--- config.mk ---
export PLATFORM = sky130hd
export DESIGN_NAME = simonGame
export DESIGN_NICKNAME = d
export VERILOG_FILES = /design/src/design/simonCtrlPkg.sv /design/src/design/simonDataPkg.sv /design/src/design/buttonInput.sv /design/src/design/ledBuzzerOutput.sv /design/src/design/simonControl.sv /design/src/design/simonDatapath.sv /design/src/design/simonGame.sv
export SDC_FILE = /design/constraint.sdc
export NUM_CORES = 1
export LEC_CHECK = 0
export ABC_AREA = 1
export BUFFER_PORTS_ARGS = -buffer_cell sky130_fd_sc_hd__buf_4
export CAP_MARGIN = 20
export CORE_MARGIN = 2
export CORE_UTILIZATION = 45
export DETAILED_ROUTE_END_ITERATION = 8
export PLACE_DENSITY = 0.65
export SYNTH_ARGS = -nofsm -noshare
export SYNTH_HDL_FRONTEND = slang
export SYNTH_SLANG_ARGS = --single-unit
--- constraint.sdc ---
create_clock -name clock -period 8.05 [get_ports clock]
set_input_delay 0 -clock clock [delete_from_list [all_inputs] [get_ports clock]]
set_output_delay 0 -clock clock [all_outputs]
set_load 0.1 [all_outputs]
--- src/design/simonCtrlPkg.sv ---
`default_nettype none

package simonCtrlPkg;

    // Game FSM states
    typedef enum logic [3:0] {
        idle, waitPlay, checkPlay, nextAddr, waitNew, storeNew,
        feedback, nextRound, won, lost, timedOut
    } gameStateT;

    // Commands from controller to datapath
    typedef struct packed {
        logic clearAddr;
        logic countAddr;
        logic clearRound;
        logic countRound;
        logic restartTimeout;
        logic runTimeout;
        logic restartFeedback;
        logic runFeedback;
        logic writeMem;
        logic showPlay;
    } dpCtrlT;

    // Conditions reported back by the datapath
    typedef struct packed {
        logic playCorrect;
        logic addrEqualsRound;
        logic lastRound;
        logic timeoutDone;
        logic feedbackDone;
    } dpStatusT;

endpackage

`default_nettype wire

--- src/design/simonDataPkg.sv ---
`default_nettype none

package simonDataPkg;

    // Four buttons, four LEDs, one stored play per memory word
    localparam int NUM_BUTTONS = 4;

    // Sequence memory address width
    localparam int ADDR_W = 4;

    // 16 words of sequence memory
    localparam int MEM_DEPTH = 2 ** ADDR_W;

    // Button vector, stored play and LED pattern
    typedef logic [NUM_BUTTONS-1:0] buttonsT;

    // Memory address, doubles as round number
    typedef logic [ADDR_W-1:0] addrT;

    // New play from the input side
    typedef struct packed {
        logic    valid;
        buttonsT buttons;
    } playT;

endpackage

`default_nettype wire

--- src/design/buttonInput.sv ---
`timescale 1ns/100ps
`default_nettype none

module buttonInput
    import simonDataPkg::*;
(
    input  logic    clock,
    input  logic    rstN,
    input  buttonsT buttons,
    output playT    play
);

    // Any button held this cycle
    logic    anyButton;
    // Level seen in the previous cycle
    logic    anyPrev;
    // First cycle of a press
    logic    pressEdge;
    logic    validQ;
    buttonsT buttonsQ;

    assign anyButton = |buttons;
    assign pressEdge = anyButton & ~anyPrev;

    always_ff @(posedge clock) begin
        if (!rstN) begin
            anyPrev <= 1'b0;
            validQ  <= 1'b0;
        end else begin
            anyPrev <= anyButton;
            // One-cycle pulse per press
            validQ  <= pressEdge;
        end
    end

    // Raw vector kept as is, multi-button presses included
    always_ff @(posedge clock) begin
        if (pressEdge) begin
            buttonsQ <= buttons;
        end
    end

    assign play = '{valid: validQ, buttons: buttonsQ};

endmodule

`default_nettype wire

--- src/design/ledBuzzerOutput.sv ---
`timescale 1ns/100ps
`default_nettype none

module ledBuzzerOutput
    import simonDataPkg::*;
#(
    parameter int CLOCK_FREQ = 50_000_000
) (
    input  logic    clock,
    input  logic    rstN,
    input  buttonsT shownPlay,
    input  logic    showEnable,
    output buttonsT leds,
    output logic    buzzer
);

    // Longest half period is that of button 0
    localparam int DIV_W = $clog2(CLOCK_FREQ / 200 + 2);

    typedef logic [DIV_W-1:0] divT;

    divT divCount;
    divT halfPeriod;

    // Half period in cycles for button k, at least one
    function automatic divT toneHalf(input int k);
        int cycles;
        cycles = CLOCK_FREQ / (200 * (k + 1));
        return (cycles < 1) ? divT'(1) : divT'(cycles);
    endfunction

    // Lowest set button picks the tone
    always_comb begin
        halfPeriod = toneHalf(0);
        for (int i = NUM_BUTTONS - 1; i >= 0; i--) begin
            if (shownPlay[i]) begin
                halfPeriod = toneHalf(i);
            end
        end
    end

    always_ff @(posedge clock) begin
        if (!rstN) begin
            leds <= '0;
        end else begin
            leds <= showEnable ? shownPlay : '0;
        end
    end

    // Divider held and buzzer low outside feedback
    always_ff @(posedge clock) begin
        if (!rstN || !showEnable) begin
            divCount <= '0;
            buzzer   <= 1'b0;
        end else if (divCount >= halfPeriod - 1'b1) begin
            divCount <= '0;
            buzzer   <= ~buzzer;
        end else begin
            divCount <= divCount + 1'b1;
        end
    end

endmodule

`default_nettype wire

--- src/design/simonControl.sv ---
`timescale 1ns/100ps
`default_nettype none

module simonControl
    import simonCtrlPkg::*;
    import simonDataPkg::*;
(
    input  logic     clock,
    input  logic     rstN,
    input  logic     start,
    input  playT     play,
    input  dpStatusT status,
    output dpCtrlT   ctrl,
    output logic     won,
    output logic     lost,
    output logic     timedOut
);

    gameStateT state;
    gameStateT nextState;

    always_ff @(posedge clock) begin
        if (!rstN) begin
            state    <= idle;
            won      <= 1'b0;
            lost     <= 1'b0;
            timedOut <= 1'b0;
        end else begin
            state    <= nextState;
            // Result levels held for as long as the end state
            won      <= (nextState == simonCtrlPkg::won);
            lost     <= (nextState == simonCtrlPkg::lost);
            timedOut <= (nextState == simonCtrlPkg::timedOut);
        end
    end

    always_comb begin
        nextState = state;
        ctrl      = '0;
        case (state)
            idle, simonCtrlPkg::won, simonCtrlPkg::lost, simonCtrlPkg::timedOut: begin
                // Fresh game from round 0
                if (start) begin
                    ctrl.clearAddr       = 1'b1;
                    ctrl.clearRound      = 1'b1;
                    ctrl.restartTimeout  = 1'b1;
                    ctrl.restartFeedback = 1'b1;
                    nextState            = waitPlay;
                end
            end
            waitPlay: begin
                ctrl.runTimeout = 1'b1;
                if (status.timeoutDone) begin
                    nextState = simonCtrlPkg::timedOut;
                end else if (status.addrEqualsRound) begin
                    // Sequence repeated, next press is the new play
                    nextState = play.valid ? storeNew : waitNew;
                end else if (play.valid) begin
                    nextState = checkPlay;
                end
            end
            checkPlay: begin
                if (status.playCorrect) begin
                    ctrl.restartFeedback = 1'b1;
                    nextState            = feedback;
                end else begin
                    nextState = simonCtrlPkg::lost;
                end
            end
            nextAddr: begin
                ctrl.countAddr      = 1'b1;
                ctrl.restartTimeout = 1'b1;
                nextState           = waitPlay;
            end
            waitNew: begin
                ctrl.runTimeout = 1'b1;
                if (status.timeoutDone) begin
                    nextState = simonCtrlPkg::timedOut;
                end else if (play.valid) begin
                    nextState = storeNew;
                end
            end
            storeNew: begin
                ctrl.writeMem        = 1'b1;
                ctrl.restartFeedback = 1'b1;
                nextState            = feedback;
            end
            feedback: begin
                ctrl.runFeedback = 1'b1;
                ctrl.showPlay    = 1'b1;
                // Address equal to round only after a new play
                if (status.feedbackDone) begin
                    nextState = status.addrEqualsRound ? nextRound : nextAddr;
                end
            end
            nextRound: begin
                if (status.lastRound) begin
                    nextState = simonCtrlPkg::won;
                end else begin
                    ctrl.countRound     = 1'b1;
                    ctrl.clearAddr      = 1'b1;
                    ctrl.restartTimeout = 1'b1;
                    nextState           = waitPlay;
                end
            end
            default: begin
                nextState = idle;
            end
        endcase
    end

endmodule

`default_nettype wire

--- src/design/simonDatapath.sv ---
`timescale 1ns/100ps
`default_nettype none

module simonDatapath
    import simonDataPkg::*;
    import simonCtrlPkg::*;
#(
    parameter int CLOCK_FREQ = 50_000_000,
    parameter int NUM_ROUNDS = 16,
    parameter int TIMEOUT_S  = 5
) (
    input  logic     clock,
    input  logic     rstN,
    input  playT     play,
    input  dpCtrlT   ctrl,
    output dpStatusT status,
    output buttonsT  shownPlay,
    output logic     showEnable,
    output addrT     round
);

    localparam int TIMEOUT_CYCLES  = TIMEOUT_S * CLOCK_FREQ;
    localparam int FEEDBACK_CYCLES = CLOCK_FREQ / 2;
    // Wide enough for the longer of the two timers
    localparam int TIMER_W = $clog2((TIMEOUT_CYCLES > FEEDBACK_CYCLES) ?
                                    TIMEOUT_CYCLES + 1 : FEEDBACK_CYCLES + 1);

    typedef logic [TIMER_W-1:0] timerT;

    buttonsT seqMem [MEM_DEPTH];
    buttonsT storedPlay;
    buttonsT lastPlay;
    addrT    addrCnt;
    addrT    roundCnt;
    // Bit 0 timeout, bit 1 feedback
    logic [1:0] timerRestart;
    logic [1:0] timerRun;
    logic [1:0] timerDone;

    // Sequence memory, asynchronous read at the address counter
    always_ff @(posedge clock) begin
        if (ctrl.writeMem) begin
            seqMem[addrCnt] <= play.buttons;
        end
    end

    assign storedPlay = seqMem[addrCnt];

    // Last play, cleared when a game starts
    always_ff @(posedge clock) begin
        if (!rstN || ctrl.clearRound) begin
            lastPlay <= '0;
        end else if (play.valid) begin
            lastPlay <= play.buttons;
        end
    end

    // Address and round counters
    always_ff @(posedge clock) begin
        if (!rstN || ctrl.clearAddr) begin
            addrCnt <= '0;
        end else if (ctrl.countAddr) begin
            addrCnt <= addrCnt + 1'b1;
        end
    end

    always_ff @(posedge clock) begin
        if (!rstN || ctrl.clearRound) begin
            roundCnt <= '0;
        end else if (ctrl.countRound) begin
            roundCnt <= roundCnt + 1'b1;
        end
    end

    assign timerRestart = {ctrl.restartFeedback, ctrl.restartTimeout};
    assign timerRun     = {ctrl.runFeedback, ctrl.runTimeout};

    // Timeout and feedback timers, done flag holds until restart
    for (genvar t = 0; t < 2; t++) begin : genTimer
        localparam int LIMIT = (t == 0) ? TIMEOUT_CYCLES : FEEDBACK_CYCLES;
        timerT count;

        always_ff @(posedge clock) begin
            if (!rstN || timerRestart[t]) begin
                count        <= '0;
                timerDone[t] <= 1'b0;
            end else if (timerRun[t] && !timerDone[t]) begin
                count <= count + 1'b1;
                // Flag rises LIMIT cycles after restart
                if (count == timerT'(LIMIT - 1)) begin
                    timerDone[t] <= 1'b1;
                end
            end
        end
    end

    assign status = '{
        playCorrect:     (lastPlay == storedPlay),
        addrEqualsRound: (addrCnt == roundCnt),
        lastRound:       (roundCnt == addrT'(NUM_ROUNDS - 1)),
        timeoutDone:     timerDone[0],
        feedbackDone:    timerDone[1]
    };

    // Feedback shows the last registered play
    assign shownPlay  = lastPlay;
    assign showEnable = ctrl.showPlay;
    assign round      = roundCnt;

endmodule

`default_nettype wire

--- src/design/simonGame.sv ---
`timescale 1ns/100ps
`default_nettype none

module simonGame
    import simonDataPkg::*;
    import simonCtrlPkg::*;
#(
    parameter int CLOCK_FREQ = 50_000_000,
    parameter int NUM_ROUNDS = 16,
    parameter int TIMEOUT_S  = 5
) (
    input  logic    clock,
    input  logic    rstN,
    input  logic    start,
    input  buttonsT buttons,
    output buttonsT leds,
    output logic    buzzer,
    output logic    won,
    output logic    lost,
    output logic    timedOut,
    output addrT    round
);

    // Press pulse and vector, to controller and datapath
    playT     play;
    dpCtrlT   ctrl;
    dpStatusT status;
    // Feedback pattern towards the output side
    buttonsT  shownPlay;
    logic     showEnable;

    buttonInput inputSide (
        .clock   ( clock   ),
        .rstN    ( rstN    ),
        .buttons ( buttons ),
        .play    ( play    )
    );

    simonControl control (
        .clock    ( clock    ),
        .rstN     ( rstN     ),
        .start    ( start    ),
        .play     ( play     ),
        .status   ( status   ),
        .ctrl     ( ctrl     ),
        .won      ( won      ),
        .lost     ( lost     ),
        .timedOut ( timedOut )
    );

    simonDatapath #(
        .CLOCK_FREQ ( CLOCK_FREQ ),
        .NUM_ROUNDS ( NUM_ROUNDS ),
        .TIMEOUT_S  ( TIMEOUT_S  )
    ) datapath (
        .clock      ( clock      ),
        .rstN       ( rstN       ),
        .play       ( play       ),
        .ctrl       ( ctrl       ),
        .status     ( status     ),
        .shownPlay  ( shownPlay  ),
        .showEnable ( showEnable ),
        .round      ( round      )
    );

    ledBuzzerOutput #(
        .CLOCK_FREQ ( CLOCK_FREQ )
    ) outputSide (
        .clock      ( clock      ),
        .rstN       ( rstN       ),
        .shownPlay  ( shownPlay  ),
        .showEnable ( showEnable ),
        .leds       ( leds       ),
        .buzzer     ( buzzer     )
    );

endmodule

`default_nettype wire

* Word level (Yosys, flattened, before mapping) *
Memories as Yosys holds them, arrays and structs flattened. A register that Yosys moved wholly into a read port is not among the register bits.
Index checks and enable logic that the tools add are counted.

storage, ports and cells
  bits in writable memories = 64
  latch bits = 0
  output and inout bits = 12
  register bits = 106
  bits in read-only memories = 0
  bits of input ports = 7
  memories kept = 1

operators by class
  mux-type cells = 33
  bitwise operators = 3
  magnitude comparators = 1
  reduce and logical (&&, ||, !) cells = 19
  div/mod/pow operators = 0
  shifts and indexed selects = 0
  equal/unequal tests = 18
  $mul = 0
  add/sub/neg operators = 6

memories
  name             words  bits a word  read ports  clocked after memory_dff  write ports  RTL line             text
  datapath.seqMem  16     4            1           1                         1            simonDatapath.sv:30  buttonsT seqMem [MEM_DEPTH];

operator list
  cell                     number
  $mux W18                 4
  $add A28 B1 Y28 const B  2
  $mux W4                  11
  $pmux W4 S8              1
  $eq A28 B25 Y1 const B   1
  $eq A28 B28 Y1 const B   1
  $eq A4 B4 Y1 const B     7
  $add A18 B1 Y18 const B  1
  $ge A18 B18 Y1           1
  $sub A18 B1 Y18 const B  1
  $eq A4 B3 Y1 const B     4
  $mux W1                  12
  $add A4 B1 Y4 const B    2
  $eq A4 B2 Y1 const B     2
  $eq A4 B4 Y1             2
  $reduce_or A4 Y1         2
  $pmux W1 S3              2
  $reduce_and A2 Y1        3
  $logic_or A1 B1 Y1       5
  $eq A4 B1 Y1 const B     1
  $logic_not A1 Y1         4
  $logic_not A4 Y1         1
  $reduce_or A2 Y1         2
  $mux W3                  1
  5 further kinds          7

* Depth between registers and ports, before layout *
  word-level depth = 7
  mapped depth = 20
  mapped depth without buffers = 18

* Modules after synthesis *
A second synthesis with hierarchy kept.

unflattened totals
  cells, all modules = 1197
  area total of the unflattened synthesis = 8982.4 um^2

by module, submodules not included
  module           seq. area each (um^2)  cells each  area an instance (um^2)  times used
  simonDatapath    3403.3                 830         6545.0                   1
  ledBuzzerOutput  460.4                  238         1632.8                   1
  simonControl     140.1                  115         609.3                    1
  buttonInput      160.2                  14          195.2                    1

* Least setup slack after synthesis *
Ideal clock, no wire load.

  path type = register to register
  start = reg datapath.lastPlay[1], in the netlist datapath.shownPlay[1]
  end = reg outputSide.divCount[6]
  stages on the path, launching flop included = 21
  library setup time = 64 ps
  slack = 5387 ps
  clock period less this slack = 2663 ps
  required time = 7986 ps
  arrival = 2599 ps
  path through = dfxtp_1 -> inv_1 -> nor2_1 -> inv_1 -> nand2_1 -> ha_1 -> inv_1 -> xor2_1 -> ha_1 -> nand2_1 -> inv_1 -> nor2_1 -> o21ai_0 -> nand2_1 -> nand3_1 -> nand2_1 -> nand4_1 -> or2_2 -> clkbuf_1 -> buf_2 -> nor2_1

between the ends
  word-level cells in the longest chain between the ends = 5

ends and longest elaborated chain
  item                               RTL line               text
  start, declared                    simonDatapath.sv:32    buttonsT lastPlay;
  start signal, assigned             simonDatapath.sv:54    lastPlay <= play.buttons;
  $mux W18 (2 in series)             ledBuzzerOutput.sv:36  if (shownPlay[i]) begin
  $sub A18 B1 Y18                    ledBuzzerOutput.sv:55  end else if (divCount >= halfPeriod - 1'b1) begin
  $ge A18 B18 Y1                     ledBuzzerOutput.sv:55
  $reduce_or A2 Y1 (no source line)  n/a
  end signal, assigned               ledBuzzerOutput.sv:59  divCount <= divCount + 1'b1;
  end, declared                      ledBuzzerOutput.sv:22  divT divCount;

No other way between the ends.
A chain may end at the register's enable or synchronous reset.

* Worst setup path in the final report *
  start = reg datapath.lastPlay[1], in the netlist datapath.shownPlay[1]
  end = reg outputSide.divCount[17]

The elaborated chain is that of the path after synthesis.

==> metrics <==
largest net degree at the start of global routing=35; Clock Skew=10.6 ps; via count=6404; GRT overflow=0; TritonCTS clock tree=done; initial core utilization=45.6%; num rows=50; Area Overhead vs Synth=11.7%; CP delay by family, top=simple AND/OR/NAND/NOR gates; initial antenna violation count=0; Resize count post-CTS=0; register area share after synthesis=49.1%; slowest CP cell=or2_2; final hold viol count=0; hold crit path type=primary input to flop; WP buf/inv=4; die width=141 um; CP arrival=3360 ps; final worst path period share=37.4%; PortBufs=18; Yosys Warn Count=0; DRT Wirelength=16700 um; commonest non-fill, non-tap cell in the layout=nand2_1; met1 Resource Use GR=23.1%; met2 usage=29.0%; WL per Instance=12.7 um; number of synthesized flops with an enable pin=68; Cell variety after synth=46; most frequent cells in the layout=235 x nand2_1, 150 x inv_1, 136 x nor2_1; Die Area=0.0200 sq mm; Clk Latency, worst-skew pair=440 ps; Post-Syn Area=0.00848 sq mm; Crit Path Max Fanout=18; GRT Total Usage=17.6%; setup TNS=0 ps; worst vdd ir=0.147 mV; num ports=19; DR DRC count=0; pwr dens=205 mW/mm^2; Setup violations, final=0; Slew @ Worst Pin=662 ps; Max clock buf depth=2; leak pwr=3.65 nW; crit-path cells=inv_1 > nor2_1 > inv_1 > nand2_1 > ha_1 > inv_1 > xor2_1 > ha_1 > nand2_1 > inv_1 > nor2_1 > o21ai_0 > nand2_1 > nand3_1 > nand2_1 > nand4_1 > or2_2 > nor3b_1; DP HPWL=11700 um; RSZ-0062 raised after global routing=false; clock transition at the registers of the reported paths=60 ps; Mapped Cells=1044; fmax=0.332 GHz; Critical Path RT=8410 ps; root buffer cell=clkbuf_16; number of fill cells in the layout=1723; DIE HEIGHT=141 um; Diodes inserted=0; critical path depth in cells=18; Syn Area/Cell=8.12 sq um; number of synthesized register bits=174; antenna viol nets, final=0; hold depth=6; Worst path max stage delay=470 ps; Slew headroom=55.5%; CP Launch Type=flop; H-Tree Depth=4; Initial DRT Pass Iterations=5; via density per instance=4.86; fin. max-slew vios=0; R2R depth=18; Crit Path Class=flop to flop; final net count=1104; M3 GR Usage=3.95%; global-route wire length before repair=28300 um; GRT busiest layer=met2; vias in the first global route=6058; First DRT Iteration DRCs=435; share of cells above drive strength 1=8.13%; status=completed; number of buffers created by CTS=17; clock sink count=174; crit path time final=3010 ps; core area=0.0186 sq mm; max_cap viols=0; Main synth FF type=dfxtp_1; Async SR Flop Fraction=0%; Critical Path Sink Type=flop; Routability Congestion=0.858; Post-Route Utilization=51.0%
per-layer routing:
layer	vias up	wire, um
met5	-	0
met4	0	239
li1	3408	-
met2	69	7830
met1	2905	8230
met3	22	431
path summary, 6_finish.rpt:
check	start	endpoint	slack, ps
worst max register to register	datapath.shownPlay[1]	outputSide.divCount[17]	5040
worst min-delay path	start	control.timedOut	180
worst min register to register	inputSide.anyPrev	inputSide.validQ	420
worst max-delay path	datapath.shownPlay[1]	outputSide.divCount[17]	5040
layout make-up:
class                      count  area [sq um]  share of cell area (%)
sequential                   174          4160                    43.9
multi-input combinational    697          3630                    38.3
inverter                     154           578                    6.10
clock buffer                  19           475                    5.02
tap                          234           293                    3.09
timing repair buffer          26           208                    2.19
clock inverter                13           128                    1.35
cells by family (layout without fill, tap and decap cells):
group	count (synthesis)	count (layout)	synth area share, %
xor gates and xnor gates	46	46	4.75
AOI/OAI and AO/OA	70	70	4.46
other	2	3	0.0885
adders and majority gates	27	27	3.98
DFF	174	174	49.1
muxes	1	1	0.118
buffers and inverters	174	212	8.14
and+or+nand+nor	550	550	29.4
worst reg2reg max path, cell delays in order (launching register included):
cell	delay, ps
dfxtp_1	340
inv_1	100
nor2_1	230
inv_1	170
nand2_1	120
ha_1	150
inv_1	60
xor2_1	160
ha_1	300
nand2_1	60
inv_1	30
nor2_1	70
o21ai_0	80
nand2_1	70
nand3_1	80
nand2_1	70
nand4_1	140
or2_2	470
nor3b_1	230
registers in the layout, indices dropped and copies added (netlist names), 2 cells and up, named ones only:
name	flops
datapath.genTimer.count	56
outputSide.divCount	18
datapath.shownPlay	4
control.state	4
outputSide.leds	4
datapath.round	4
datapath.seqMem	64
datapath.status	2
inputSide.buttonsQ	4
datapath.addrCnt	4
through the flow:
step,setup WS [ps],area [sq um],std cells,hold WS (ps),total power [mW]
2_1_floorplan,5390,8490,1045,98.9,1.10
3_3_place_gp,5230,8820,1280,191,1.14
3_5_place_dp,5160,8820,1280,193,1.14
4_1_cts,5090,9480,1317,159,1.96
5_1_grt,4780,9480,1317,232,2.03
6_report,5040,9480,1317,183,1.95
power by group:
| part | internal [mW] | leakage, nW | switching (mW) | total, mW |
|---|---|---|---|---|
| sequential | 0.929 | 1.47 | 0.0175 | 0.946 |
| clock | 0.468 | 0.290 | 0.359 | 0.826 |
| combinational | 0.0517 | 1.89 | 0.122 | 0.174 |
| total | 1.45 | 3.65 | 0.499 | 1.95 |
cell usage after synthesis, drive strengths merged (2+ instances only):
| cell type | instances | area (sq um) |
|---|---|---|
| nand2 | 244 | 963 |
| inv | 154 | 578 |
| nor2 | 146 | 603 |
| dfxtp | 106 | 2120 |
| nand3 | 75 | 390 |
| edfxtp | 68 | 2040 |
| a21oi | 42 | 210 |
| xor2 | 38 | 333 |
| nor3 | 35 | 191 |
| ha | 27 | 338 |
| o21ai | 18 | 90.1 |
| nor4 | 16 | 100 |
| buf | 15 | 93.8 |
| nand4 | 15 | 100 |
| xnor2 | 8 | 70.1 |
| nor3b | 7 | 57.6 |
| or2 | 6 | 40.0 |
| clkbuf | 5 | 18.8 |
| nand3b | 3 | 22.5 |
| o21a | 3 | 22.5 |
| a221oi | 2 | 17.5 |
| conb | 2 | 7.51 |
timing repair:
item | in CTS | in global routing
hold buffers | 5 | 0
buffers inserted | 0 | 0
endpoints found under the hold margin | 13 | 0
(Power assumes the default switching activity.)
